==> src/source/mvp_pkg.sv <==
package mvp_pkg;

    // ========================================================================
    // core dimensions
    // ========================================================================

    localparam int LANES          = 4;
    localparam int LANE_WIDTH     = 16;
    localparam int REG_DEPTH      = 32;
    localparam int REG_ADDR_WIDTH = $clog2(REG_DEPTH);
    localparam int MEM_ADDR_WIDTH = 12;
    localparam int PC_WIDTH       = 8;
    localparam int INSTR_WIDTH    = 32;
    localparam int OP_WIDTH       = 5;

    typedef logic [LANE_WIDTH-1:0]     lane_t;
    typedef lane_t [LANES-1:0]         vec_t;
    typedef logic [REG_ADDR_WIDTH-1:0] reg_addr_t;
    typedef logic [MEM_ADDR_WIDTH-1:0] mem_addr_t;
    typedef logic [PC_WIDTH-1:0]       pc_t;
    typedef logic [INSTR_WIDTH-1:0]    instr_t;

    // opcode field values, anything else decodes as NOP
    typedef enum logic [OP_WIDTH-1:0] {
        NOP  = 5'd0,
        VADD = 5'd1,
        VSUB = 5'd2,
        VAND = 5'd3,
        VOR  = 5'd4,
        VXOR = 5'd5,
        VLD  = 5'd6,
        VST  = 5'd7,
        HALT = 5'd8
    } op_e;

    typedef enum logic {
        RUN    = 1'b0,
        HALTED = 1'b1
    } fetch_state_e;

    // ========================================================================
    // instruction layout and stage payloads
    // ========================================================================

    // op 31:27, vd 26:22, vs1 21:17, vs2 16:12, addr 11:0
    typedef struct packed {
        logic [OP_WIDTH-1:0] opcode;
        reg_addr_t           vd;
        reg_addr_t           vs1;
        reg_addr_t           vs2;
        mem_addr_t           addr;
    } instr_fmt_t;

    typedef struct packed {
        op_e       op;
        reg_addr_t vd;
        reg_addr_t vs1;
        reg_addr_t vs2;
        mem_addr_t addr;
        logic      reg_we;
        logic      mem_we;
        logic      mem_ren;
    } decoded_t;

    // one result heading for the register file
    typedef struct packed {
        logic      reg_we;
        reg_addr_t vd;
        vec_t      data;
    } wb_t;

endpackage

==> src/source/fetch_unit.sv <==
`timescale 1ns/10ps

module fetch_unit (
    input  logic        clk,
    input  logic        rst_n,
    input  logic        en,
    input  logic        halt_seen,
    output mvp_pkg::pc_t pc,
    output logic        halted
);

    mvp_pkg::fetch_state_e state;

    always_ff @(posedge clk) begin
        if (!rst_n) begin
            state <= mvp_pkg::RUN;
            pc    <= '0;
        end else if (en) begin
            case (state)
                mvp_pkg::RUN: begin
                    // stop on the halt word, pc stays pointing at it
                    if (halt_seen) begin
                        state <= mvp_pkg::HALTED;
                    end else begin
                        pc <= mvp_pkg::pc_t'(pc + 1'b1);
                    end
                end
                default: begin
                    state <= mvp_pkg::HALTED;
                end
            endcase
        end
    end

    assign halted = (state == mvp_pkg::HALTED);

endmodule

==> config.mk <==
export PLATFORM = sky130hd
export DESIGN_NAME = fetch_unit
export DESIGN_NICKNAME = d
export VERILOG_FILES = /design/src/source/mvp_pkg.sv /design/src/source/fetch_unit.sv
export SDC_FILE = /design/constraint.sdc
export NUM_CORES = 1
export LEC_CHECK = 0
export BUFFER_PORTS_ARGS = -buffer_cell sky130_fd_sc_hd__buf_2
export CORE_AREA = 8 8 45 47
export CTS_BUF_LIST = sky130_fd_sc_hd__clkbuf_8 sky130_fd_sc_hd__clkbuf_16
export DETAILED_ROUTE_END_ITERATION = 16
export DIE_AREA = 0 0 53 55
export HOLD_SLACK_MARGIN = 0.08
export PLACE_DENSITY_LB_ADDON = 0.05
export REMOVE_ABC_BUFFERS = 1
export SYNTH_ARGS = -nofsm -noshare
export SYNTH_HDL_FRONTEND = slang
export SYNTH_SLANG_ARGS = --single-unit
==> constraint.sdc <==
create_clock -name clk -period 4.6 [get_ports clk]
set_input_delay 1.38 -clock clk [delete_from_list [all_inputs] [get_ports clk]]
set_output_delay 1.38 -clock clk [all_outputs]
set_load 0.02 [all_outputs]
* Yosys cells after proc, flatten, opt, wreduce, memory -nomap -nowiden
Index checks and enable logic that the tools add are counted.
** Cells by class
- Add/sub/neg operators :: 1
- Reduce and logical (&&, ||, !) cells :: 1
- Multiplexer cells :: 2
- Bitwise gates (word level) :: 2
** Operator list (count)
- adder 8 x 1 -> 8 bit, second input constant :: 1
- AND reduction 3 bit :: 1
- two-way mux 1 bit :: 2
- inverter 1 bit :: 2
** Word-level totals
- Register bits :: 9
- Output and inout port bits :: 9
- Bits of input ports :: 4
- Word-level logic and storage cells :: 8

* Depth between registers and ports, before layout
- Depth in word-level cells :: 2
- Gate-level depth with buffers :: 4
- Gate-level depth less buffers :: 4

* Least setup slack after synthesis
Ideal clock, no wire load.
- Path kind :: input-to-reg
- From :: input port halt_seen
- To :: register pc[4]
- Data arrival time :: 2373 ps
- Data required time :: 4528 ps
- Cell stages on the path :: 4
- Setup time :: 72 ps
- Slack :: 2156 ps
- Path buffers :: 1
- Cell sequence :: or3b_4 buf_4 or3_1 a21oi_1
** Between the ends
- Cells in the longest elaborated chain, start to end :: 2
** Ends and longest elaborated chain
- start: declaration :: line fetch_unit.sv:7 : input logic halt_seen,
- inverter 1 bit (no source line)
- AND reduction 3 bit (no source line)
- end signal: assignment :: line fetch_unit.sv:25 : pc <= mvp_pkg::pc_t'(pc + 1'b1);
- end: declaration :: line fetch_unit.sv:8 : output mvp_pkg::pc_t pc,
No other way between the ends.
A chain may end at the register's enable or synchronous reset.

* Final worst setup path
- From :: input port halt_seen
- To :: register pc[6]
Same word-level chain as after synthesis.

==> results.ini <==
[drt]
met2WireLength_um=399
dr.pass1.iters=4
drc=0
top_layer=met4
finalWirelength_um=944
viasPerCell=5.11
detail-route-antenna-nets=0
m1WireLength_um=458
met3_wirelength_um=71
vias=383
wire_per_inst_um=12.6
drt_iter0_drc=2

[place]
io_buffer_count=12
gp_congestion=0.636
hpwlAfterDp_um=727
dp_cells=71

[logic_synthesis]
seq_area_frac_synth=0.460
ys_ff_latch=9
synth_top_cell_area_share=0.460
synth_warnings=0
synth_top_area_cell=dfxtp_1
ys_types=17
synth.area.top_cells=dfxtp_1, a21oi_1, o31ai_1
synthCells=44
syn-cell-area_um2=392
syn_area_per_cell_um2=8.90

[floorplanning]
die-width_um=53
die_h_um=55
die_area_um2=2920
initial_core_util=0.283
coreArea_um2=1380
num_io_pins=13
row_count=14

[critical_path]
reg2reg_from=halted
critPathMaxFanout=14
path_depth=4
path_cells=buf_2, or3b_4, or4_1, a21oi_1
cp-start-kind=input port
worst-endpoint-required_ns=4.76
cpLargestDelayFamily=simple AND/OR/NAND/NOR gates
worst-endpoint-arrival_ns=2.62
critPathMaxStageDelay_ns=0.53
crit_type=input port to register
ff2ff_path_depth=3
rrSetupSlack_ns=3.05
cp_slowest_cell=or4_1
r2r-end=pc[6]
endpoint_kind=register
path_buf_inv=1

[global_routing]
grt_pass1_vias=382
antenna_found_initial=0
grt_pass1_wl_um=1570
overflow=0
grt.total_usage=0.0724
grt_max_degree=15

[sta]
slew_headroom=0.842
finalHoldViolations=0
rsz0062_at_grt=no
timing.setup.tns_ns=0
setup_viol=0
tightest_slew_ns=0.235
finalMaxSlewViolations=0
finalCriticalPeriod_ns=2.47
fmax_mhz=405
clock-skew-final_ns=0.00185
period_share=0.536

[final_layout]
diodes=0
final_common_cell=buf_2
final_cell_mix=buf_2, dfxtp_1, a21oi_1
fin_cells=75
fin_nets=65
area_growth_pct=30.0
layout-drive-gt1-share=0.271

[hold_path]
min_delay_path_depth=2
min_from=pc[7]
hold_end=pc[7]
min_path_type=register to register

[power_and_ir_drop]
power_density_nw_per_um2=360
ir_drop_uv=125
power.leakage_uw=0.000210
netSwitchingFraction=0.221
p_int_uw=143
power_frac_seq=0.444
pwr-share-clk=0.490
power_frac_comb=0.066
p_sw_uw=40.4

[cts]
clock_latency_ns=0.23
ctsResizeCount=0
h-tree-depth=1
cts_setup_buffers=0
clkTransAtPathRegs_ns=0.05
clk_path_buf_depth=2
cts_buffers=3
cts-root-buf=clkbuf_8
cts.sinks=9
cts_hold_buf=0
cts_tree=built

[run]
maxCapViolCount=0

[run_status]
outcome=complete, no violations

tightest hold or removal path: cells and delay by family (launching register included):
kind	cells	cell delay (ns)
flops	1	0.31
compound gates	2	0.13
state kept, by name (all words and copies together), names as in the netlist:
name	count
halted	1
pc	8
cell usage after synthesis (all sizes together):
| cell type | number |
|---|---|
| nor2 | 3 |
| or4 | 3 |
| ha | 1 |
| a21oi | 7 |
| mux2i | 1 |
| o21ai | 3 |
| o31ai | 3 |
| or3 | 3 |
| buf | 1 |
| nand2 | 2 |
| or3b | 1 |
| inv | 1 |
| clkinv | 1 |
| nand3 | 3 |
| nand4 | 1 |
| xor2 | 1 |
| dfxtp | 9 |
kinds of logic after synthesis:
logic type / share of synthesized area
DFF: 0.460
AOI/OAI and AO/OA: 0.185
and+or+nand+nor: 0.236
buffers and inverters: 0.0383
adders and majority gates: 0.0319
xor gates and xnor gates: 0.0224
muxes: 0.0256
metal layers:
layer,up-vias,GRT usage
met5,-,0
met4,0,0.0647
met3,2,0.0294
met2,12,0.109
met1,174,0.0768
li1,195,-
how the worst max path moves through the flow:
stage,startpoint,end,slack [ns]
floorplan,halt_seen,pc[6],2.10
global route,halt_seen,pc[6],2.09
finish,halt_seen,pc[6],2.13
detailed placement,halt_seen,pc[6],1.91
CTS,halt_seen,pc[6],2.13
global placement,halt_seen,pc[7],1.95
cell type report:
cell class,instances,area (µm²)
tap,16,20.0
sequential,9,180
fill,153,875
timing repair buffer,12,60.1
clock buffer,3,41.3
inverter,2,7.51
multi-input combinational,32,196
clock inverter,1,3.75
power by group through the flow:
stage	clock network, µW	logic [µW]	registers [µW]
floorplan	0	5.60	84.9
global placement	0	11.9	82.9
detailed placement	0	12.2	83.0
CTS	92.6	12.4	81.4
global route	96.0	13.9	81.5
finish	89.7	12.0	81.4
stage by stage:
stage | power, µW | hold WS [ns] | utilization | area, µm² | worst slack [ns]
after floorplan | 90.5 | 0.551 | - | 384 | 2.10
after global placement | 94.8 | 0.464 | 0.335 | 464 | 1.95
after detailed placement | 95.2 | 0.483 | 0.335 | 464 | 1.91
after CTS | 186 | 0.491 | 0.368 | 509 | 2.13
after global routing | 191 | 0.514 | 0.368 | 509 | 2.09
final | 183 | 0.485 | 0.368 | 509 | 2.13
No activity file was read; power rests on OpenSTA's default activity.
