`src/source/mvp_pkg.sv`:
```
package mvp_pkg;

    // ========================================================================
    // core dimensions
    // ========================================================================

    localparam int LANES          = 4;
    localparam int LANE_WIDTH     = 16;
    localparam int REG_DEPTH      = 32;
    localparam int REG_ADDR_WIDTH = $clog2(REG_DEPTH);
    localparam int MEM_ADDR_WIDTH = 12;
    localparam int PC_WIDTH       = 8;
    localparam int INSTR_WIDTH    = 32;
    localparam int OP_WIDTH       = 5;

    typedef logic [LANE_WIDTH-1:0]     lane_t;
    typedef lane_t [LANES-1:0]         vec_t;
    typedef logic [REG_ADDR_WIDTH-1:0] reg_addr_t;
    typedef logic [MEM_ADDR_WIDTH-1:0] mem_addr_t;
    typedef logic [PC_WIDTH-1:0]       pc_t;
    typedef logic [INSTR_WIDTH-1:0]    instr_t;

    // opcode field values, anything else decodes as NOP
    typedef enum logic [OP_WIDTH-1:0] {
        NOP  = 5'd0,
        VADD = 5'd1,
        VSUB = 5'd2,
        VAND = 5'd3,
        VOR  = 5'd4,
        VXOR = 5'd5,
        VLD  = 5'd6,
        VST  = 5'd7,
        HALT = 5'd8
    } op_e;

    typedef enum logic {
        RUN    = 1'b0,
        HALTED = 1'b1
    } fetch_state_e;

    // ========================================================================
    // instruction layout and stage payloads
    // ========================================================================

    // op 31:27, vd 26:22, vs1 21:17, vs2 16:12, addr 11:0
    typedef struct packed {
        logic [OP_WIDTH-1:0] opcode;
        reg_addr_t           vd;
        reg_addr_t           vs1;
        reg_addr_t           vs2;
        mem_addr_t           addr;
    } instr_fmt_t;

    typedef struct packed {
        op_e       op;
        reg_addr_t vd;
        reg_addr_t vs1;
        reg_addr_t vs2;
        mem_addr_t addr;
        logic      reg_we;
        logic      mem_we;
        logic      mem_ren;
    } decoded_t;

    // one result heading for the register file
    typedef struct packed {
        logic      reg_we;
        reg_addr_t vd;
        vec_t      data;
    } wb_t;

endpackage

```
`src/source/decode_unit.sv`:
```
`timescale 1ns/10ps

module decode_unit (
    input  mvp_pkg::instr_t   instr,
    input  logic              halted,
    output mvp_pkg::decoded_t ctrl,
    output logic              halt_seen
);

    mvp_pkg::instr_fmt_t fields;

    assign fields = mvp_pkg::instr_fmt_t'(instr);

    // halt only counts while fetch is still running
    assign halt_seen = !halted && (fields.opcode == mvp_pkg::HALT);

    always_comb begin
        ctrl = '0;
        ctrl.op = mvp_pkg::NOP;
        // nothing issues once fetch has stopped
        if (!halted) begin
            ctrl.vd   = fields.vd;
            ctrl.vs1  = fields.vs1;
            ctrl.vs2  = fields.vs2;
            ctrl.addr = fields.addr;
            case (fields.opcode)
                mvp_pkg::VADD,
                mvp_pkg::VSUB,
                mvp_pkg::VAND,
                mvp_pkg::VOR,
                mvp_pkg::VXOR: begin
                    ctrl.op     = mvp_pkg::op_e'(fields.opcode);
                    ctrl.reg_we = 1'b1;
                end
                mvp_pkg::VLD: begin
                    ctrl.op      = mvp_pkg::VLD;
                    ctrl.reg_we  = 1'b1;
                    ctrl.mem_ren = 1'b1;
                end
                // store data comes from vs2
                mvp_pkg::VST: begin
                    ctrl.op     = mvp_pkg::VST;
                    ctrl.mem_we = 1'b1;
                end
                mvp_pkg::HALT: begin
                    ctrl.op = mvp_pkg::HALT;
                end
                default: begin
                    ctrl.op = mvp_pkg::NOP;
                end
            endcase
        end
    end

endmodule

```
`config.mk`:
```
export PLATFORM = sky130hd
export DESIGN_NAME = decode_unit
export DESIGN_NICKNAME = d
export VERILOG_FILES = /design/src/source/mvp_pkg.sv /design/src/source/decode_unit.sv
export SDC_FILE = /design/constraint.sdc
export NUM_CORES = 1
export LEC_CHECK = 0
export BUFFER_PORTS_ARGS = -buffer_cell sky130_fd_sc_hd__buf_2
export CAP_MARGIN = 0
export CORE_UTILIZATION = 21
export DETAILED_ROUTE_END_ITERATION = 16
export GPL_ROUTABILITY_DRIVEN = 0
export PLACE_DENSITY = 0.82
export SYNTH_ARGS = -nofsm -noshare
export SYNTH_HDL_FRONTEND = slang
export SYNTH_SLANG_ARGS = --single-unit
```
`constraint.sdc`:
```
create_clock -name vclk -period 0.8
set_input_delay 0.04 -clock vclk [all_inputs]
set_output_delay 0.04 -clock vclk [all_outputs]
set_load 0.02 [all_outputs]
```
== Yosys cells after proc, flatten, opt, wreduce, memory -nomap -nowiden ==
Cells that the tools add are included.

* Logic and storage cells: 17
* Register bits: 0

* Equal/unequal tests: 8
* Reductions and logical operators: 4
* Mux-type cells: 5

{| class="wikitable"
|+ Operators with widths
! kind !! number
|-
| $mux W35 || 1
|-
| $eq A5 B3 Y1 const B || 4
|-
| $pmux W5 S4 || 1
|-
| $eq A5 B2 Y1 const B || 2
|-
| $reduce_or A6 Y1 || 1
|-
| $eq A5 B1 Y1 const B || 1
|-
| $eq A5 B4 Y1 const B || 1
|-
| $reduce_or A5 Y1 || 1
|-
| $mux W1 || 3
|-
| $logic_and A1 B1 Y1 || 1
|-
| $logic_not A1 Y1 || 1
|}

== Logic depth before layout (Yosys ltp) ==
* Depth in word-level cells: 4
* Gate-level depth with buffers: 3

== Least setup slack after synthesis ==
Ideal clock, no wire load.

* Kind: input-to-output
* From: input port halted
* To: output port ctrl[33] (netlist name)
* Stages on the path: 2
* Buffers on the path: 0
* Arrival time: 1.046 ns
* Path slack: -0.286 ns
* Data required time: 0.760 ns
* Cells stage by stage: or4b_1 -> nor3_1

{| class="wikitable"
|+ RTL lines
! element !! RTL line !! RTL
|-
| start, declared || decode_unit.sv:5 || <nowiki>input logic halted,</nowiki>
|-
| end, declared || decode_unit.sv:6 || <nowiki>output mvp_pkg::decoded_t ctrl,</nowiki>
|}

==> out/metrics.cfg <==
[run_status]
status=finished, violations left
violations=negative setup slack

[critical_path]
worstSetupStartpoint=halted
setup.worst_path.start_class=input pin
path_buf_inv=2
worst-path-stages=4
cp_common_cell=buf_6
cp_max_fo=2
crit_path_end_kind=output port
crit_family=simple AND/OR/NAND/NOR gates
crit_end=ctrl[33]
crit_required_ns=0.76
crit_slowest_cell=or4b_4
critPathKind=in2out
worstPathCellList=buf_6 -> or4b_4 -> nor3_4 -> buf_6
arrival_ns=0.98
crit_path_max_incr_delay_ns=0.57

[synthesis]
synthAdderAreaFrac=0
synth_compound_area_frac=0
synth_xor_area_frac=0
syn_nets=77
ys_warn_count=0
synth.avg_cell_area_um2=6.313
synth_cell_types=13
netlist.area_leader.share=0.6081
ys_seq_area_frac=0
post-synth-top-count-cell=nor2b_1
synthSimpleGateAreaFrac=0.9144
syn_area_um2=277.8
syn_inst=44
synth.largest_area_cell=nor2b_1
synth_area_leaders=nor2b_1 (61%), nor3_1 (5.4%), nor4b_2 (5.4%)
synth.area.mux_share=0
synth_top_family_by_area=simple AND/OR/NAND/NOR gates
synth_commonest_cells=nor2b_1 (27), nor3_1 (3), and2_1 (2), and3_1 (2), buf_1 (2)

[timing]
drv_slew=0
final.setup.worst_slack_ns=-0.2176
setup_viol=8
max_freq_mhz=982.7
rsz0062_at_grt=true
finalSetupTns_ns=-1.117
final.period_utilization=1.272
finalCriticalPeriod_ns=1.018
final-hold-violation-count=0

[global_routing]
grt_max_degree=30
overflow=0
antenna_found_initial=0
grt_pass1_wl_um=1407
grt.total_usage=0.1261
grt_pass1_vias=355

[finish]
nClkBuffers=0
area_delta_synth_final_pct=174.8
seq_area_um2=0
antennaDiodeCount=0
drive_above_1_share=0.7217
final_core_util=0.6517
flops_and_latches=0
final_cells=129
n_fill_cell=107
layout.nets=150
post-route-cell-area_um2=763.2

[die]
io_pins=69
coreArea_um2=1171
placementRows=12
dieArea_um2=1472
start_util=0.2372
die_width_um=38.37
die_h_um=38.37

[placement]
place_inst=128
io_buffers=68
dpl-instance-area_um2=701.9
dp_hpwl_um=994.2

[detailed_routing]
routedWlPerCell_um=9.078
drc_errors=0
wl_um=1171
vias_per_cell=4.240
firstDrtPassIters=1
vias=547
drtIter0Drc=0
ant_nets=0

[cts]
cts_hold_buf=0

[run]
maxCapViolCount=0

[min_path]
hp-class=in2out

[pwr]
power_density_nw_per_um2=530.7
leakage_nw=0.4533
worst_ir_drop_vdd_v=0.0003363

==> what timing repair did <==
action                                  CTS  global route
endpoints found under the setup margin    8             8
buffers inserted                          1             0
pin swaps                                 4             1
resized for setup                        14             0
==> per-layer routing <==
layer,GRT usage,vias up,wire (um)
met5,0,-,0
li1,-,282,-
met1,0.1280,231,392
met2,0.2839,34,650
met4,0,0,0
met3,0.005814,0,127
==> cells in the final DEF (no fill, tap or decap) <==
cell type / instances
buf_2: 61
nor2b_1: 27
buf_6: 7
buf_4: 7
nor3_4: 2
and2_1: 2
and3_4: 2
or4b_4: 1
nor4b_4: 1
nor3_2: 1
or3_1: 1
nand3_1: 1
and3b_2: 1
conb_1: 1
==> stage by stage <==
| stage | worst slack, ns | power, mW | hold slack (ns) |
|---|---|---|---|
| finish | -0.2176 | 0.4050 | 0.4114 |
| global route | -0.2450 | 0.4346 | 0.4298 |
| CTS | -0.2229 | 0.4084 | 0.4124 |
| detailed placement | -0.3340 | 0.3849 | 0.4124 |
| global placement | -0.3171 | 0.3776 | 0.4106 |
| floorplan | -0.1352 | 0.2019 | 0.1118 |
==> cell type report <==
type | count | area, um^2 | area share
multi-input combinational | 40 | 309.0 | 0.4049
tap | 14 | 17.52 | 0.02295
timing repair buffer | 75 | 436.7 | 0.5721
==> tightest hold or removal path, delay by kind of cell <==
| family | cells | cell delay, ns |
|---|---|---|
| buffers and inverters | 2 | 0.23 |
| AND/OR/NAND/NOR | 1 | 0.10 |
==> worst min path at each step <==
| stage | start | to | slack, ns | cells past startpoint |
|---|---|---|---|---|
| after floorplan | instr[29] | ctrl[33] | 0.11 | 1 |
| after global placement | instr[3] | ctrl[6] | 0.41 | 3 |
| after detailed placement | instr[8] | ctrl[11] | 0.41 | 3 |
| after CTS | instr[8] | ctrl[11] | 0.41 | 3 |
| after global routing | instr[13] | ctrl[16] | 0.43 | 3 |
| final | instr[8] | ctrl[11] | 0.41 | 3 |
==> power breakdown <==
group / total, mW / switching [mW] / leakage, nW / internal [mW]
logic: 0.405 / 0.214 / 0.453 / 0.191
clock network: 0 / 0 / 0 / 0
registers: 0 / 0 / 0 / 0
==> cell families after synthesis <==
| kind of cell | count (synthesis) |
|---|---|
| other | 1 |
| buffers and inverters | 4 |
| AND/OR/NAND/NOR | 39 |
No activity file was read; power rests on OpenSTA's default activity.
