## src/source/mvp_pkg.sv

```systemverilog
package mvp_pkg;

    // ========================================================================
    // core dimensions
    // ========================================================================

    localparam int LANES          = 4;
    localparam int LANE_WIDTH     = 16;
    localparam int REG_DEPTH      = 32;
    localparam int REG_ADDR_WIDTH = $clog2(REG_DEPTH);
    localparam int MEM_ADDR_WIDTH = 12;
    localparam int PC_WIDTH       = 8;
    localparam int INSTR_WIDTH    = 32;
    localparam int OP_WIDTH       = 5;

    typedef logic [LANE_WIDTH-1:0]     lane_t;
    typedef lane_t [LANES-1:0]         vec_t;
    typedef logic [REG_ADDR_WIDTH-1:0] reg_addr_t;
    typedef logic [MEM_ADDR_WIDTH-1:0] mem_addr_t;
    typedef logic [PC_WIDTH-1:0]       pc_t;
    typedef logic [INSTR_WIDTH-1:0]    instr_t;

    // opcode field values, anything else decodes as NOP
    typedef enum logic [OP_WIDTH-1:0] {
        NOP  = 5'd0,
        VADD = 5'd1,
        VSUB = 5'd2,
        VAND = 5'd3,
        VOR  = 5'd4,
        VXOR = 5'd5,
        VLD  = 5'd6,
        VST  = 5'd7,
        HALT = 5'd8
    } op_e;

    typedef enum logic {
        RUN    = 1'b0,
        HALTED = 1'b1
    } fetch_state_e;

    // ========================================================================
    // instruction layout and stage payloads
    // ========================================================================

    // op 31:27, vd 26:22, vs1 21:17, vs2 16:12, addr 11:0
    typedef struct packed {
        logic [OP_WIDTH-1:0] opcode;
        reg_addr_t           vd;
        reg_addr_t           vs1;
        reg_addr_t           vs2;
        mem_addr_t           addr;
    } instr_fmt_t;

    typedef struct packed {
        op_e       op;
        reg_addr_t vd;
        reg_addr_t vs1;
        reg_addr_t vs2;
        mem_addr_t addr;
        logic      reg_we;
        logic      mem_we;
        logic      mem_ren;
    } decoded_t;

    // one result heading for the register file
    typedef struct packed {
        logic      reg_we;
        reg_addr_t vd;
        vec_t      data;
    } wb_t;

endpackage

```

## src/source/vector_alu.sv

```systemverilog
`timescale 1ns/10ps

module vector_alu (
    input  logic          clk,
    input  logic          en,
    input  mvp_pkg::op_e  op,
    input  mvp_pkg::vec_t a,
    input  mvp_pkg::vec_t b,
    output mvp_pkg::vec_t result
);

    mvp_pkg::vec_t lane_res;

    // lane-wise, 16-bit add and sub wrap around
    always_comb begin
        for (int i = 0; i < mvp_pkg::LANES; i++) begin
            case (op)
                mvp_pkg::VADD: begin
                    lane_res[i] = a[i] + b[i];
                end
                mvp_pkg::VSUB: begin
                    lane_res[i] = a[i] - b[i];
                end
                mvp_pkg::VAND: begin
                    lane_res[i] = a[i] & b[i];
                end
                mvp_pkg::VOR: begin
                    lane_res[i] = a[i] | b[i];
                end
                mvp_pkg::VXOR: begin
                    lane_res[i] = a[i] ^ b[i];
                end
                // loads, stores, nop and halt
                default: begin
                    lane_res[i] = '0;
                end
            endcase
        end
    end

    // result lands in the MEM stage
    always_ff @(posedge clk) begin
        if (en) begin
            result <= lane_res;
        end
    end

endmodule

```

## config.mk

```make
export PLATFORM = sky130hd
export DESIGN_NAME = vector_alu
export DESIGN_NICKNAME = d
export VERILOG_FILES = /design/src/source/mvp_pkg.sv /design/src/source/vector_alu.sv
export SDC_FILE = /design/constraint.sdc
export NUM_CORES = 1
export LEC_CHECK = 0
export BUFFER_PORTS_ARGS = -buffer_cell sky130_fd_sc_hd__clkbuf_2
export CELL_PAD_IN_SITES_DETAIL_PLACEMENT = 0
export CELL_PAD_IN_SITES_GLOBAL_PLACEMENT = 2
export CORE_ASPECT_RATIO = 0.9
export CORE_UTILIZATION = 34
export DETAILED_ROUTE_END_ITERATION = 6
export PLACE_DENSITY = 0.93
export SETUP_SLACK_MARGIN = 0.2
export SYNTH_ARGS = -nofsm -noshare
export SYNTH_HDL_FRONTEND = slang
export SYNTH_SLANG_ARGS = --single-unit
```

## constraint.sdc

```tcl
create_clock -name clk -period 4.9 [get_ports clk]
set_input_delay 0.49 -clock clk [delete_from_list [all_inputs] [get_ports clk]]
set_output_delay 0.49 -clock clk [all_outputs]
set_load 0.01 [all_outputs]
```

Yosys cells after proc, flatten, opt, wreduce, memory -nomap -nowiden
Cells that the tools add are included.
{"block": "word_totals", "n_memories": 0, "romBits": 0, "latch_bits": 0, "register_bits": 64, "ram_bits": 0}
{"block": "classes", "n_shift": 0, "magnitude_cmp": 0, "n_mul": 0, "n_eq_ne": 5, "bitwise_logic": 12, "mux": 4, "addsub": 8, "n_div": 0, "reduce_logical": 0}
{"operator": "$pmux 16 s5", "n": 4}
{"operator": "$add 16x16->16", "n": 4}
{"operator": "$and 16x16->16", "n": 4}
{"operator": "$or 16x16->16", "n": 4}
{"operator": "$sub 16x16->16", "n": 4}
{"operator": "$xor 16x16->16", "n": 4}
{"operator": "$eq 5x2->1 const B", "n": 2}
{"operator": "$eq 5x3->1 const B", "n": 2}
{"operator": "$eq 5x1->1 const B", "n": 1}

Depth between registers and ports, before layout
{"block": "depth", "word_depth": 2, "ltp_mapped": 17, "mapped_depth_nobuf": 14}

Worst setup path after synthesis
Ideal clock, no wire load.
{"block": "synth_timing", "kind": "input port to flip-flop", "from": "input op[3]", "to": "register result[62] (netlist name), data pin", "path_slack_ns": 1.233, "t_arrival_ns": 3.390, "cell_stages": 15, "n_path_buf": 3, "path_cell_list": "nor3_2 -> and2_1 -> buf_2 -> nor2b_1 -> clkbuf_1 -> buf_2 -> mux2i_1 -> fa_1 -> a21o_1 -> a31oi_1 -> o21ai_0 -> a21o_1 -> a221oi_1 -> xor2_1 -> o221ai_1"}
{"element": "start, declared", "line_no": "vector_alu.sv:6", "rtl": "input mvp_pkg::op_e op,"}
{"element": "end signal, assigned", "line_no": "vector_alu.sv:44", "rtl": "result <= lane_res;"}
{"element": "end, declared", "line_no": "vector_alu.sv:9", "rtl": "output mvp_pkg::vec_t result"}

==> results.toml <==
[clock_network]
cts_root_buf = "clkbuf_16"
tritoncts = "done"
post_cts_buffers = 0
cts-resized-gates = 0
ctsLongestPathBuffers = 2
numCtsBuffers = 9
clock_sinks = 64
htreeDepth = 3
path_clk_slew_ps = 60
cts_hold_buf = 0

[synthesis]
synth_area_leader_cell = "ha_1"
yosysTopAreaCellShare_pct = 25.2
ys_seq_area_share_pct = 20.2
synthFlopType = "edfxtp_1"
ys_top_cells_by_area = "ha_1 (25%), edfxtp_1 (20%), xnor2_1 (7.5%)"
synth_nets = 1449
synth_warnings = 0
synth-edff-count = 64
ys_seq_elements = 64
synth.most_common_cell = "ha_1"
async_reset_ff_share_pct = 0
synth.avg_cell_area_um2 = 8.51
syn_inst = 1118
netlist_area_mm2 = 0.00952
synth_cell_type_count = 67
ys_top_cells_by_count = "ha_1 (192), inv_1 (149), a21oi_1 (94)"

[placed_design]
numPortBuffers = 198
place_hpwl_um = 21600
place_area_mm2 = 0.0109
gp_congestion = 0.837

[die]
die_height_um = 161
num_rows = 57
dieArea_mm2 = 0.0287
coreArea_mm2 = 0.0272
initial_core_util_pct = 34.9
die_w_um = 178
ios = 199

[global_routing]
grt_use_met2_pct = 31.0
overflow = 0
gr-max-usage-layer = "met2"
grt_use_total_pct = 20.2
grt.met3_usage_pct = 3.41
use_met1_pct = 29.8
grt_antenna_before_repair = 1
grt_pass1_vias = 8308
grt_start_max_net_pins = 72
grt_first_pass_wirelength_um = 45300

[worst_setup_path]
required_ps = 4970
slowest_stage = "ha_1"
path_class = "primary input to flip-flop"
path_cells = "clkbuf_2 -> nor3_2 -> and2_2 -> nor2b_4 -> buf_4 -> a31oi_1 -> xnor2_1 -> ha_1 -> a211o_1 -> a31o_2 -> a211o_1 -> a21oi_1 -> o21ai_0 -> xnor2_1 -> o221ai_1"
path_max_fanout = 19
max_stage_delay_ps = 350
cp-end-kind = "flip-flop"
startpoint_type = "primary input"
crit_start = "op[3]"
cp.arrival_ps = 3850

[sta]
finalCriticalPeriod_ps = 3780
setup-violations-final = 0
worstMarginPinSlew_ps = 1070
hold_viol = 0
fmax_ghz = 0.264
slew_headroom_pct = 28.3
fin_setup_tns_ps = 0
grt_setup_unrepaired = "no"
period_share_pct = 77.2
slew_violations = 0

[worst_hold_path]
min-delay-start = "a[32]"
worstHoldPathType = "primary input to flip-flop"
min_path_cells = 4

[pwr]
p_leak_nw = 5.42
power.density_mw_per_mm2 = 199
peakVddDrop_mv = 0.144

[layout]
reg.largest.list = "result (64)"
drive_gt1_share_pct = 18.3
area_growth_pct = 17.1
largest_reg_flops = 64
layout.nets = 1621
fin_area_mm2 = 0.0111
fill_cells = 2782
regMostFlops = "result"

[drt]
drt_first_pass_iters = 5
drc = 0
drt-total-wl_um = 28900
vias = 8795
wl_per_cell_um = 17.5
viasPerCell = 5.33
antenna_left = 0
drt_iter0_drc = 505

[run]
maxCapViolCount = 0

[outcome]
status = "completed"
## per-stage QoR
stage	setup WS [ps]	utilization (%)	power (mW)	hold WS [ps]	std cells
floorplan	1230	-	1.26	602	1118
global placement	860	39.9	1.56	905	1633
detailed placement	783	39.9	1.56	908	1633
CTS	1160	40.9	2.23	610	1649
global route	899	40.9	2.37	656	1649
finish	1120	40.9	2.21	632	1650
## per-layer routing
metal | part of all wire [%] | wire (um)
met2 | 43 | 12500
met1 | 51 | 14700
met3 | 5.4 | 1580
met5 | 0 | 0
met4 | 0.68 | 197
## power breakdown
group / leakage [nW] / switching, mW / internal, mW
sequential: 0.610 / 0.0156 / 0.655
clock: 0.136 / 0.266 / 0.387
combinational: 4.67 / 0.525 / 0.365
## worst paths after layout
path / endpoint
worst max-delay path: result[14]
worst min-delay path: result[32]
## cell type report
cell class                      count  area (um2)  area share, %
Antenna cell                        1        2.50         0.0224
Clock buffer                       10         229           2.05
Clock inverter                      6        50.0          0.449
Inverter                          149         559           5.02
Multi-Input combinational cell    856        6860           61.5
Sequential cell                    64        1920           17.2
Tap cell                          354         443           3.97
Timing Repair Buffer              210        1080           9.72
## kinds of logic (layout without fill, tap and decap cells)
family          after synthesis  after routing  share of synthesized area [%]
compound gates              352            352                           24.7
buf+inv                     198            375                           7.97
fa+ha+maj                   196            196                           26.1
simple gates                193            193                           10.4
xor+xnor                    107            107                           9.85
flops                        64             64                           20.2
mux                           8              8                          0.854
other cells                   0              1                              0
## worst max-delay path: cells and delay by family
kind | cells | cell delay, ps
xor+xnor | 2 | 310
simple gates | 3 | 790
fa+ha+maj | 1 | 350
compound gates | 7 | 1430
buf+inv | 2 | 440
## cells in the final DEF, fill, tap and decap left out, types with 3 or more instances in the layout
master     instances
clkbuf_2         196
ha_1             192
inv_1            149
a21oi_1           94
xnor2_1           81
o21ai_0           77
edfxtp_1          64
a22o_1            52
nor3_1            43
nand2_1           41
nor2_1            36
xor2_1            26
a21o_1            17
o31ai_1           15
nand2b_1          14
nand4_1           13
a31oi_1           13
buf_4             13
o21bai_1          12
a22oi_1           12
clkbuf_16          9
nor4_1             8
nand3_1            8
mux2i_1            7
o221ai_1           7
a211oi_1           7
a221o_1            6
and3_1             5
o211ai_1           5
nor2b_1            5
and2_1             4
a41oi_1            4
fa_1               4
clkinv_1           4
a221oi_1           3
o21a_1             3
Note: power is estimated with default switching activity, not from simulation.
