==> config.mk <==
export PLATFORM = sky130hd
export DESIGN_NAME = operand_forward
export DESIGN_NICKNAME = d
export VERILOG_FILES = /design/src/source/mvp_pkg.sv /design/src/source/operand_forward.sv
export SDC_FILE = /design/constraint.sdc
export NUM_CORES = 1
export LEC_CHECK = 0
export BUFFER_PORTS_ARGS = -buffer_cell sky130_fd_sc_hd__buf_4
export CORE_AREA = 2 2 160 162
export DETAILED_ROUTE_END_ITERATION = 12
export DIE_AREA = 0 0 162 164
export PLACE_DENSITY = 0.46
export SETUP_SLACK_MARGIN = 0.05
export SLEW_MARGIN = 30
export SYNTH_ARGS = -nofsm -noshare
export SYNTH_HDL_FRONTEND = slang
export SYNTH_SLANG_ARGS = --single-unit
==> constraint.sdc <==
create_clock -name vclk -period 7
set_clock_uncertainty 0.1 [all_clocks]
set_input_delay 2.1 -clock vclk [all_inputs]
set_output_delay 2.1 -clock vclk [all_outputs]
set_load 0.05 [all_outputs]
==> src/source/mvp_pkg.sv <==
package mvp_pkg;

    // ========================================================================
    // core dimensions
    // ========================================================================

    localparam int LANES          = 4;
    localparam int LANE_WIDTH     = 16;
    localparam int REG_DEPTH      = 32;
    localparam int REG_ADDR_WIDTH = $clog2(REG_DEPTH);
    localparam int MEM_ADDR_WIDTH = 12;
    localparam int PC_WIDTH       = 8;
    localparam int INSTR_WIDTH    = 32;
    localparam int OP_WIDTH       = 5;

    typedef logic [LANE_WIDTH-1:0]     lane_t;
    typedef lane_t [LANES-1:0]         vec_t;
    typedef logic [REG_ADDR_WIDTH-1:0] reg_addr_t;
    typedef logic [MEM_ADDR_WIDTH-1:0] mem_addr_t;
    typedef logic [PC_WIDTH-1:0]       pc_t;
    typedef logic [INSTR_WIDTH-1:0]    instr_t;

    // opcode field values, anything else decodes as NOP
    typedef enum logic [OP_WIDTH-1:0] {
        NOP  = 5'd0,
        VADD = 5'd1,
        VSUB = 5'd2,
        VAND = 5'd3,
        VOR  = 5'd4,
        VXOR = 5'd5,
        VLD  = 5'd6,
        VST  = 5'd7,
        HALT = 5'd8
    } op_e;

    typedef enum logic {
        RUN    = 1'b0,
        HALTED = 1'b1
    } fetch_state_e;

    // ========================================================================
    // instruction layout and stage payloads
    // ========================================================================

    // op 31:27, vd 26:22, vs1 21:17, vs2 16:12, addr 11:0
    typedef struct packed {
        logic [OP_WIDTH-1:0] opcode;
        reg_addr_t           vd;
        reg_addr_t           vs1;
        reg_addr_t           vs2;
        mem_addr_t           addr;
    } instr_fmt_t;

    typedef struct packed {
        op_e       op;
        reg_addr_t vd;
        reg_addr_t vs1;
        reg_addr_t vs2;
        mem_addr_t addr;
        logic      reg_we;
        logic      mem_we;
        logic      mem_ren;
    } decoded_t;

    // one result heading for the register file
    typedef struct packed {
        logic      reg_we;
        reg_addr_t vd;
        vec_t      data;
    } wb_t;

endpackage

==> src/source/operand_forward.sv <==
`timescale 1ns/10ps

module operand_forward (
    input  mvp_pkg::reg_addr_t src_a,
    input  mvp_pkg::reg_addr_t src_b,
    input  mvp_pkg::vec_t      reg_a,
    input  mvp_pkg::vec_t      reg_b,
    input  mvp_pkg::wb_t       mem_stage,
    input  mvp_pkg::wb_t       wb_stage,
    output mvp_pkg::vec_t      op_a,
    output mvp_pkg::vec_t      op_b
);

    // youngest producer wins, the register value is the fallback
    function automatic mvp_pkg::vec_t pick(
        input mvp_pkg::reg_addr_t src,
        input mvp_pkg::vec_t      reg_val,
        input mvp_pkg::wb_t       mem_res,
        input mvp_pkg::wb_t       wb_res
    );
        mvp_pkg::vec_t val;
        if (mem_res.reg_we && mem_res.vd == src) begin
            val = mem_res.data;
        end else if (wb_res.reg_we && wb_res.vd == src) begin
            val = wb_res.data;
        end else begin
            val = reg_val;
        end
        return val;
    endfunction

    always_comb begin
        op_a = pick(src_a, reg_a, mem_stage, wb_stage);
    end

    // vs2 also feeds store data
    always_comb begin
        op_b = pick(src_b, reg_b, mem_stage, wb_stage);
    end

endmodule

Word-level counts from Yosys, hierarchy flattened
Index checks and enable logic that the tools add are counted.
{ "totals": {"register_bits": 0, "in_bits": 278, "output_inout_bits": 128, "word_cells": 12} }
{ "op_classes": {"n_eq_ne": 4, "n_mux": 4, "reduce_logical": 4} }
{ "op_table": {"columns": ["operator", "n"], "rows": [
  ["$mux W64", 4],
  ["$eq A5 B5 Y1", 4],
  ["$logic_and A1 B1 Y1", 4]
]} }

Longest topological paths before layout
Gate-level depths: netlist (run 1).
{ "depth": {"depth_word": 4, "mapped_depth": 7, "mapped_depth_nobuf": 4} }

Least setup slack after synthesis (run 1)
Ideal clock, no wire load.
{ "synth_timing": {"path_type": "input port to output port", "startpoint": "in src_a[4]", "endpoint": "out op_a[37] (netlist name)", "arrival_time_ns": 3.947, "required_ns": 4.800, "setup_slack_ns": 0.853, "cell_stages": 7, "path_buffers": 3, "cell_sequence": "xnor2_1 > nand4_1 > buf_6 > buf_8 > buf_6 > or3_1 > a31oi_1"} }
{ "synth_rtl": {"columns": ["element", "line_no", "rtl"], "rows": [
  ["start: declaration", "operand_forward.sv:4", "input mvp_pkg::reg_addr_t src_a,"],
  ["end: declaration", "operand_forward.sv:10", "output mvp_pkg::vec_t op_a,"]
]} }

==> results by group, run 1 <==
Synth
  – Main combinational cell family by area after synthesis: simple AND/OR/NAND/NOR gates
  – Synth Cell Area: 0.00382 mm^2
  – Synthesis warning total: 0
  – Post-Synth XOR/XNOR Area: 4.59%
  – Syn Area/Cell: 5.37 um^2
  – Simple-Gate Fraction of Synth Area: 45.6%
  – Post-synth cell types: 16
  – Synth Area in Compound Gates: 37.8%
  – Syn Inst Count: 711
  – Post-synth net total: 989
  – Synth Area in Adders: 0%
  – Post-synthesis mux area share: 0%
  – Sequential area share after synthesis: 0%

Critical path
  – Critical path class: input pin to output port
  – CP Launch Type: input pin
  – Worst Path Arrival: 4.10 ns
  – Req. time, crit path: 4.80 ns
  – CP Max Fanout: 62
  – Crit path capture type: output port

Placement
  – GPL Wtd Cong: 0.866
  – Dpl hpwl: 20700 um
  – Buffers added on ports: 406

Flow run
  – Max-Cap Viols: 0

Cells and area
  – Layout sequential cell count: 0
  – Layout clock buffers: 0
  – Multi-input logic area: 0.00340 mm^2
  – Layout cells sized above 1: 42.1%
  – Diodes inserted: 0
  – Layout Nets: 1312
  – Reg area: 0 um^2
  – Filler instances: 2861
  – Area Growth Syn to Fin: 86.4%

Floorplan
  – Initial Util: 15.4%
  – Die W: 162 um
  – Die area: 0.0266 mm^2
  – Die Y: 164 um
  – FP Rows: 58
  – Core Box Area: 0.0248 mm^2
  – IO Pins: 406

Timing
  – RSZ-0062 raised after global routing: no
  – Achievable Freq: 0.159 GHz
  – Slew Limit Headroom: 40.3%
  – Setup_tns: 0 ns
  – Crit path time final: 6.30 ns
  – Period utilization: 90.0%
  – Final setup viols: 0
  – Fin. Hold Viols: 0
  – Max-slew violation count: 0
  – Worst-Margin Slew: 0.895 ns
  – Worst-case hold slack: 4.53 ns

GRT
  – Antenna violations before repair: 1
  – Largest net degree at the start of global routing: 67
  – GRT Total Usage: 20.4%
  – GRT overflow: 0
  – First-pass GRT wire length: 42900 um
  – Vias in the first global route: 7237

Drt
  – Met2 Wirelength: 14300 um
  – Drt pass-1 iters: 5
  – Initial DRC count: 536
  – Via count: 7238
  – Antenna viol nets, final: 0
  – Max Used Layer: met4
  – Met3 routed WL: 2430 um
  – # DRC: 0
  – Routed WL: 29300 um
  – Vias per inst: 5.31
  – Mean routed wirelength per cell: 21.5 um
  – DRT met1 WL: 11800 um

Hold path
  – Hold path start: reg_a[62]
  – Hold WC Path Type: input pin to output port
  – Hold depth: 4
  – Hold path endpoint: op_a[62]

CTS
  – Post-CTS resize count: 0
  – Hold_buf cts: 0
  – Post-CTS setup buffer count: 0

Run status
  – Run status: complete, no violations

Power and ir drop
  – Leakage power: 2.75 nW
  – Pwr dens: 93.8 mW/mm^2
  – IR drop worst, VDD: 0.0374 mV
cell usage after synthesis:
cell / n / share of area [%]
xor2_1: 2 / 0.46
or2_1: 2 / 0.33
buf_2: 8 / 1.0
a31oi_1: 128 / 21
buf_6: 6 / 1.8
clkbuf_1: 89 / 8.8
nand2_1: 66 / 6.5
xnor2_1: 18 / 4.1
nand4_1: 4 / 0.66
buf_1: 1 / 0.098
o21ai_1: 8 / 1.0
nand2b_1: 2 / 0.33
or3_1: 128 / 21
o21ai_0: 120 / 16
nor3_1: 128 / 17
buf_8: 1 / 0.39
per-layer routing:
layer  up-vias  GRT usage [%]
met3        44           3.28
met2       418           36.8
li1       3336              -
met1      3440           25.1
met4         0           5.55
met5         -              0
power by group:
group | switching [mW] | total, mW | internal [mW] | leakage [nW]
clock | 0 | 0 | 0 | 0
sequential | 0 | 0 | 0 | 0
combinational | 0.434 | 0.667 | 0.234 | 2.75
kinds of logic after synthesis:
logic type,Yosys count
and+or+nand+nor,330
AOI/OAI and AO/OA,256
buffers and inverters,105
xor gates and xnor gates,20
how the worst max path moves through the flow:
stage	from	slack [ns]	end
floorplan	src_a[4]	0.85	op_a[37]
global placement	src_b[1]	0.70	op_b[0]
detailed placement	src_b[1]	0.72	op_b[0]
CTS	src_b[1]	0.70	op_b[0]
global route	src_b[1]	0.61	op_b[0]
finish	src_b[1]	0.70	op_b[0]
layout by cell type, fill, tap and decap left out:
master	count
a31oi_1	128
buf_12	8
buf_4	418
nand2_1	64
nand2_2	2
nand2b_2	2
nand4_1	4
nor3_1	128
o21ai_0	120
o21ai_1	8
or2_2	2
or3_1	128
xnor2_1	18
xor2_4	2
area by class of cell:
type / instances / area share [%]
multi-input combinational: 606 / 47.8
tap: 330 / 5.80
timing repair buffer: 426 / 46.4
worst max-delay path, cell delays in order:
cell,delay (ns)
buf_4,0.12
xnor2_1,0.21
nand4_1,0.22
buf_4,0.36
or3_1,0.41
a31oi_1,0.38
buf_4,0.29
metrics by stage:
step / std cells / util [%] / instance area [um^2] / setup slack [ns] / power [mW]
after CTS: 1362 / 28.7 / 7110 / 0.697 / 0.668
after floorplan: 711 / - / 3820 / 0.853 / 0.365
after detailed placement: 1362 / 28.7 / 7110 / 0.718 / 0.667
after global placement: 1362 / 28.7 / 7110 / 0.704 / 0.669
final: 1362 / 28.7 / 7110 / 0.702 / 0.667
after global routing: 1362 / 28.7 / 7110 / 0.614 / 0.702
Note: power is estimated with default switching activity, not from simulation.
==> run 2, diff against run 1 <==
Clock period 7 ns to 5.82 ns, I/O delays scaled along.
==> results by group, run 2 (synthesis results as in run 1) <==
Cells and area
  – Layout clock buffers: 0 (unchanged)
  – Layout Nets: 1317 (+0.38%)
  – Final Util: 29.0% (+0.30 points)
  – Commonest non-fill, non-tap cell in the layout: buf_4
  – Fin cells: 1367 (+0.37%)
  – Filler instances: 2864 (+0.10%)
  – Layout sequential cell count: 0 (unchanged)
  – Area Growth Syn to Fin: 88.4%
  – Diodes inserted: 0 (unchanged)
  – Final instance area: 0.00719 mm^2 (+1.1%)
  – Layout cells sized above 1: 42.3% (+0.28 points)
  – Commonest cells after routing, fill and taps aside: buf_4, or3_1, nor3_1, a31oi_1, o21ai_0
  – Reg area: 0 um^2 (unchanged)
  – Multi-input logic area: 0.00340 mm^2 (unchanged)

Drt
  – # DRC: 0 (unchanged)
  – Antenna viol nets, final: 0 (unchanged)
  – Routed WL: 29100 um (-0.84%)
  – Mean routed wirelength per cell: 21.3 um (-1.2%)
  – Initial DRC count: 568 (+6.0%)
  – Via count: 7205 (-0.46%)
  – Drt pass-1 iters: 5 (unchanged)
  – Vias per inst: 5.27 (-0.82%)

GRT
  – Antenna violations before repair: 0 (-1)
  – GRT Total Usage: 20.2% (-0.18 points)
  – Vias in the first global route: 7304 (+0.93%)
  – Largest net degree at the start of global routing: 93 (+39%)
  – First-pass GRT wire length: 42700 um (-0.39%)
  – GRT overflow: 0 (unchanged)

Power and ir drop
  – Pwr dens: 113 mW/mm^2 (+20%)
  – Design Power: 811 uW (+22%)
  – IR drop worst, VDD: 0.0464 mV (+24%)
  – Leakage power: 2.79 nW (+1.3%)

Timing
  – Fin. Hold Viols: 0 (unchanged)
  – Achievable Freq: 0.182 GHz
  – Slew Limit Headroom: 69.3% (+29 points)
  – RSZ-0062 raised after global routing: no
  – Setup_tns: 0 ns (unchanged)
  – Max-slew violation count: 0 (unchanged)
  – Final setup viols: 0 (unchanged)
  – Period utilization: 94.4%
  – Crit path time final: 5.50 ns
  – Worst-Margin Slew: 0.461 ns (-0.435 ns)

CTS
  – Hold_buf cts: 0 (unchanged)
  – Post-CTS setup buffer count: 0 (unchanged)
  – Post-CTS resize count: 0 (unchanged)

Critical path
  – CP Launch Type: input pin
  – CP Max Fanout: 33 (-47%)
  – Crit path capture type: output port
  – Req. time, crit path: 3.97 ns (-0.83 ns)
  – Worst Path Arrival: 3.65 ns (-0.45 ns)
  – Critical path class: input pin to output port

Hold path
  – Hold WC Path Type: input pin to output port

Floorplan
  – FP Rows: 58 (unchanged)
  – Core Box Area: 0.0248 mm^2 (unchanged)
  – Die W: 162 um (unchanged)
  – IO Pins: 406 (unchanged)
  – Die area: 0.0266 mm^2 (unchanged)
  – Die Y: 164 um (unchanged)
  – Initial Util: 15.4% (unchanged)

Placement
  – Area post-placement: 0.00719 mm^2 (+1.1%)
  – Buffers added on ports: 406 (unchanged)
  – Inst Count DP: 1367 (+0.37%)
  – Dpl hpwl: 20900 um (+0.87%)
  – GPL Wtd Cong: 0.902 (+4.2%)

Run status
  – Run status: complete, no violations

Flow run
  – Max-Cap Viols: 0 (unchanged)
-- run 2: cell types whose count changed in the layout (fill, tap and decap cells not counted) --
| cell | change |
|---|---|
| buf_12 | +3 |
| buf_4 | +2 |
-- run 2: per-stage QoR --
stage	worst slack (ns)	hold slack, ns
finish	0.325	3.82
global route	0.280	3.84
CTS	0.338	3.82
detailed placement	0.339	3.82
global placement	0.350	3.82
floorplan	0.381	3.77
-- run 2: critical path, stage by stage --
cell and delay, ns:
buf_4 0.12, xnor2_1 0.18, nand4_1 0.20, or2_2 0.47, buf_4 0.31, a31oi_1 0.34, buf_4 0.27
-- run 2: path summary, 6_finish.rpt --
kind	startpoint	to	slack, ns	depth (start not counted)
max	mem_stage[68]	op_b[18]	0.32	7
min	reg_a[48]	op_a[48]	3.82	4
-- run 2: layer usage --
metal	vias up	global-route usage (%)	routed length [um]
met2	448	35.6	13900
met1	3344	24.1	11300
met4	0	7.72	1160
li1	3348	-	-
met3	65	4.17	2700
met5	-	0	0
-- run 2: final cells by class --
cell class / instances / share of cell area (%)
Timing Repair Buffer: 431 / 46.9
Tap cell: 330 / 5.74
Multi-Input combinational cell: 606 / 47.3
-- run 2: report_power, final --
group          total [mW]  internal (mW)  switching, mW
Combinational       0.811          0.288          0.523
Sequential              0              0              0
Clock                   0              0              0
==> run 3, diff against run 2 <==
Settings changed: CORE_AREA 2 2 160 162 to 2 2 157 159, DIE_AREA 0 0 162 164 to 0 0 159 161, PLACE_DENSITY 0.46 to 0.47.
Clock period 5.82 ns to 5.7 ns, I/O delays scaled along.
==> results by group, run 3 (synthesis results as in run 1) <==
Run status
  – Run status: complete, no violations

Floorplan
  – Die area: 0.0256 mm^2 (-3.6%)
  – FP Rows: 57 (-1.7%)
  – Die W: 159 um (-1.9%)
  – Die Y: 161 um (-1.8%)
  – Core Box Area: 0.0240 mm^2 (-3.4%)
  – Initial Util: 15.9% (+0.55 points)
  – IO Pins: 406 (unchanged)

Cells and area
  – Final Util: 30.0% (+1.1 points)
  – Commonest cells after routing, fill and taps aside: buf_4, or3_1, nor3_1, a31oi_1, o21ai_0
  – Layout clock buffers: 0 (unchanged)
  – Layout Nets: 1317 (unchanged)
  – Fin cells: 1361 (-0.44%)
  – Reg area: 0 um^2 (unchanged)
  – Layout cells sized above 1: 42.3% (unchanged)
  – Diodes inserted: 0 (unchanged)
  – Area Growth Syn to Fin: 88.5% (about the same)
  – Commonest non-fill, non-tap cell in the layout: buf_4
  – Layout sequential cell count: 0 (unchanged)
  – Final instance area: 0.00719 mm^2 (about the same)

Timing
  – Max-slew violation count: 0 (unchanged)
  – RSZ-0062 raised after global routing: no
  – Fin. Hold Viols: 0 (unchanged)
  – Slew Limit Headroom: 48.8% (-20 points)
  – Setup ws final: 0.421 ns (+0.0963 ns)
  – Period utilization: 92.6%
  – Achievable Freq: 0.189 GHz
  – Crit path time final: 5.28 ns
  – Worst-case hold slack: 3.75 ns (-0.0675 ns)
  – Setup_tns: 0 ns (unchanged)
  – Worst-Margin Slew: 0.767 ns (+0.306 ns)
  – Final setup viols: 0 (unchanged)

Drt
  – Antenna viol nets, final: 0 (unchanged)
  – Via count: 7156 (-0.68%)
  – Vias per inst: 5.26 (-0.24%)
  – Initial DRC count: 568 (unchanged)
  – Routed WL: 28400 um (-2.3%)
  – Drt pass-1 iters: 5 (unchanged)
  – # DRC: 0 (unchanged)
  – Mean routed wirelength per cell: 20.9 um (-1.9%)

GRT
  – Antenna violations before repair: 0 (unchanged)
  – GRT overflow: 0 (unchanged)
  – Vias in the first global route: 7086 (-3.0%)
  – GRT Total Usage: 20.3% (+0.10 points)
  – Largest net degree at the start of global routing: 67 (-28%)
  – First-pass GRT wire length: 42100 um (-1.5%)

Hold path
  – Hold path start: reg_a[33]
  – Hold depth: 4 (unchanged)
  – Hold path endpoint: op_a[33]
  – Hold WC Path Type: input pin to output port

Critical path
  – Worst Path Arrival: 3.47 ns (-0.18 ns)
  – Critical-path cell list: buf_4 > xnor2_1 > nand4_1 > buf_12 > or3_1 > a31oi_1 > buf_4
  – Worst setup startpoint: src_b[1]
  – Most Frequent Cell on Critical Path: buf_4
  – Slowest cell on crit path: or3_1
  – CP Launch Type: input pin
  – Critical path class: input pin to output port
  – Crit path capture type: output port
  – CP Max Fanout: 64 (+94%)
  – Crit-path max cell delay: 0.38 ns (-0.09 ns)
  – Req. time, crit path: 3.89 ns (-0.08 ns)

Placement
  – GPL Wtd Cong: 0.848 (-6.0%)
  – Area post-placement: 0.00719 mm^2 (about the same)
  – Post-place setup slack: 0.446 ns (+0.107 ns)
  – Inst Count DP: 1361 (-0.44%)
  – Dpl hpwl: 20300 um (-2.6%)
  – Buffers added on ports: 406 (unchanged)

Power and ir drop
  – Pwr dens: 115 mW/mm^2 (+1.6%)
  – IR drop worst, VDD: 0.0406 mV (-13%)
  – Design Power: 825 uW (+1.7%)
  – Leakage power: 2.79 nW (+0.18%)

Flow run
  – Max-Cap Viols: 0 (unchanged)

CTS
  – Post-CTS setup buffer count: 0 (unchanged)
  – Post-CTS resize count: 0 (unchanged)
  – Hold_buf cts: 0 (unchanged)
run 3: layout make-up:
type / count / area, um^2
fillers: 2748 / 16800
multi-input cells: 606 / 3400
well taps: 324 / 405
repair buffers: 431 / 3390
run 3: worst max-delay path, delay by kind of cell:
| family | cells | cell delay, ns |
|---|---|---|
| and+or+nand+nor | 2 | 0.64 |
| xor gates and xnor gates | 1 | 0.14 |
| AOI/OAI and AO/OA | 1 | 0.29 |
| buffers and inverters | 3 | 0.65 |
run 3: worst max-delay path by stage:
stage	end	slack [ns]	depth (start not counted)
5_1_grt	op_b[2]	0.32	7
2_1_floorplan	op_a[37]	0.33	7
3_5_place_dp	op_b[2]	0.45	7
3_3_place_gp	op_b[2]	0.39	7
6_report	op_b[2]	0.42	7
4_1_cts	op_b[2]	0.43	7
run 3: power breakdown:
| part | internal, mW | switching (mW) |
|---|---|---|
| logic | 0.296 | 0.529 |
| clock network | 0 | 0 |
| registers | 0 | 0 |
run 3: layer usage:
metal | global-route usage, % | vias up | share of wire [%] | routed length [um]
met5 | 0 | - | 0 | 0
met4 | 6.57 | 0 | 3.5 | 986
met2 | 35.9 | 426 | 49 | 13800
li1 | - | 3350 | - | -
met1 | 24.8 | 3323 | 40 | 11300
met3 | 3.85 | 57 | 8.2 | 2330
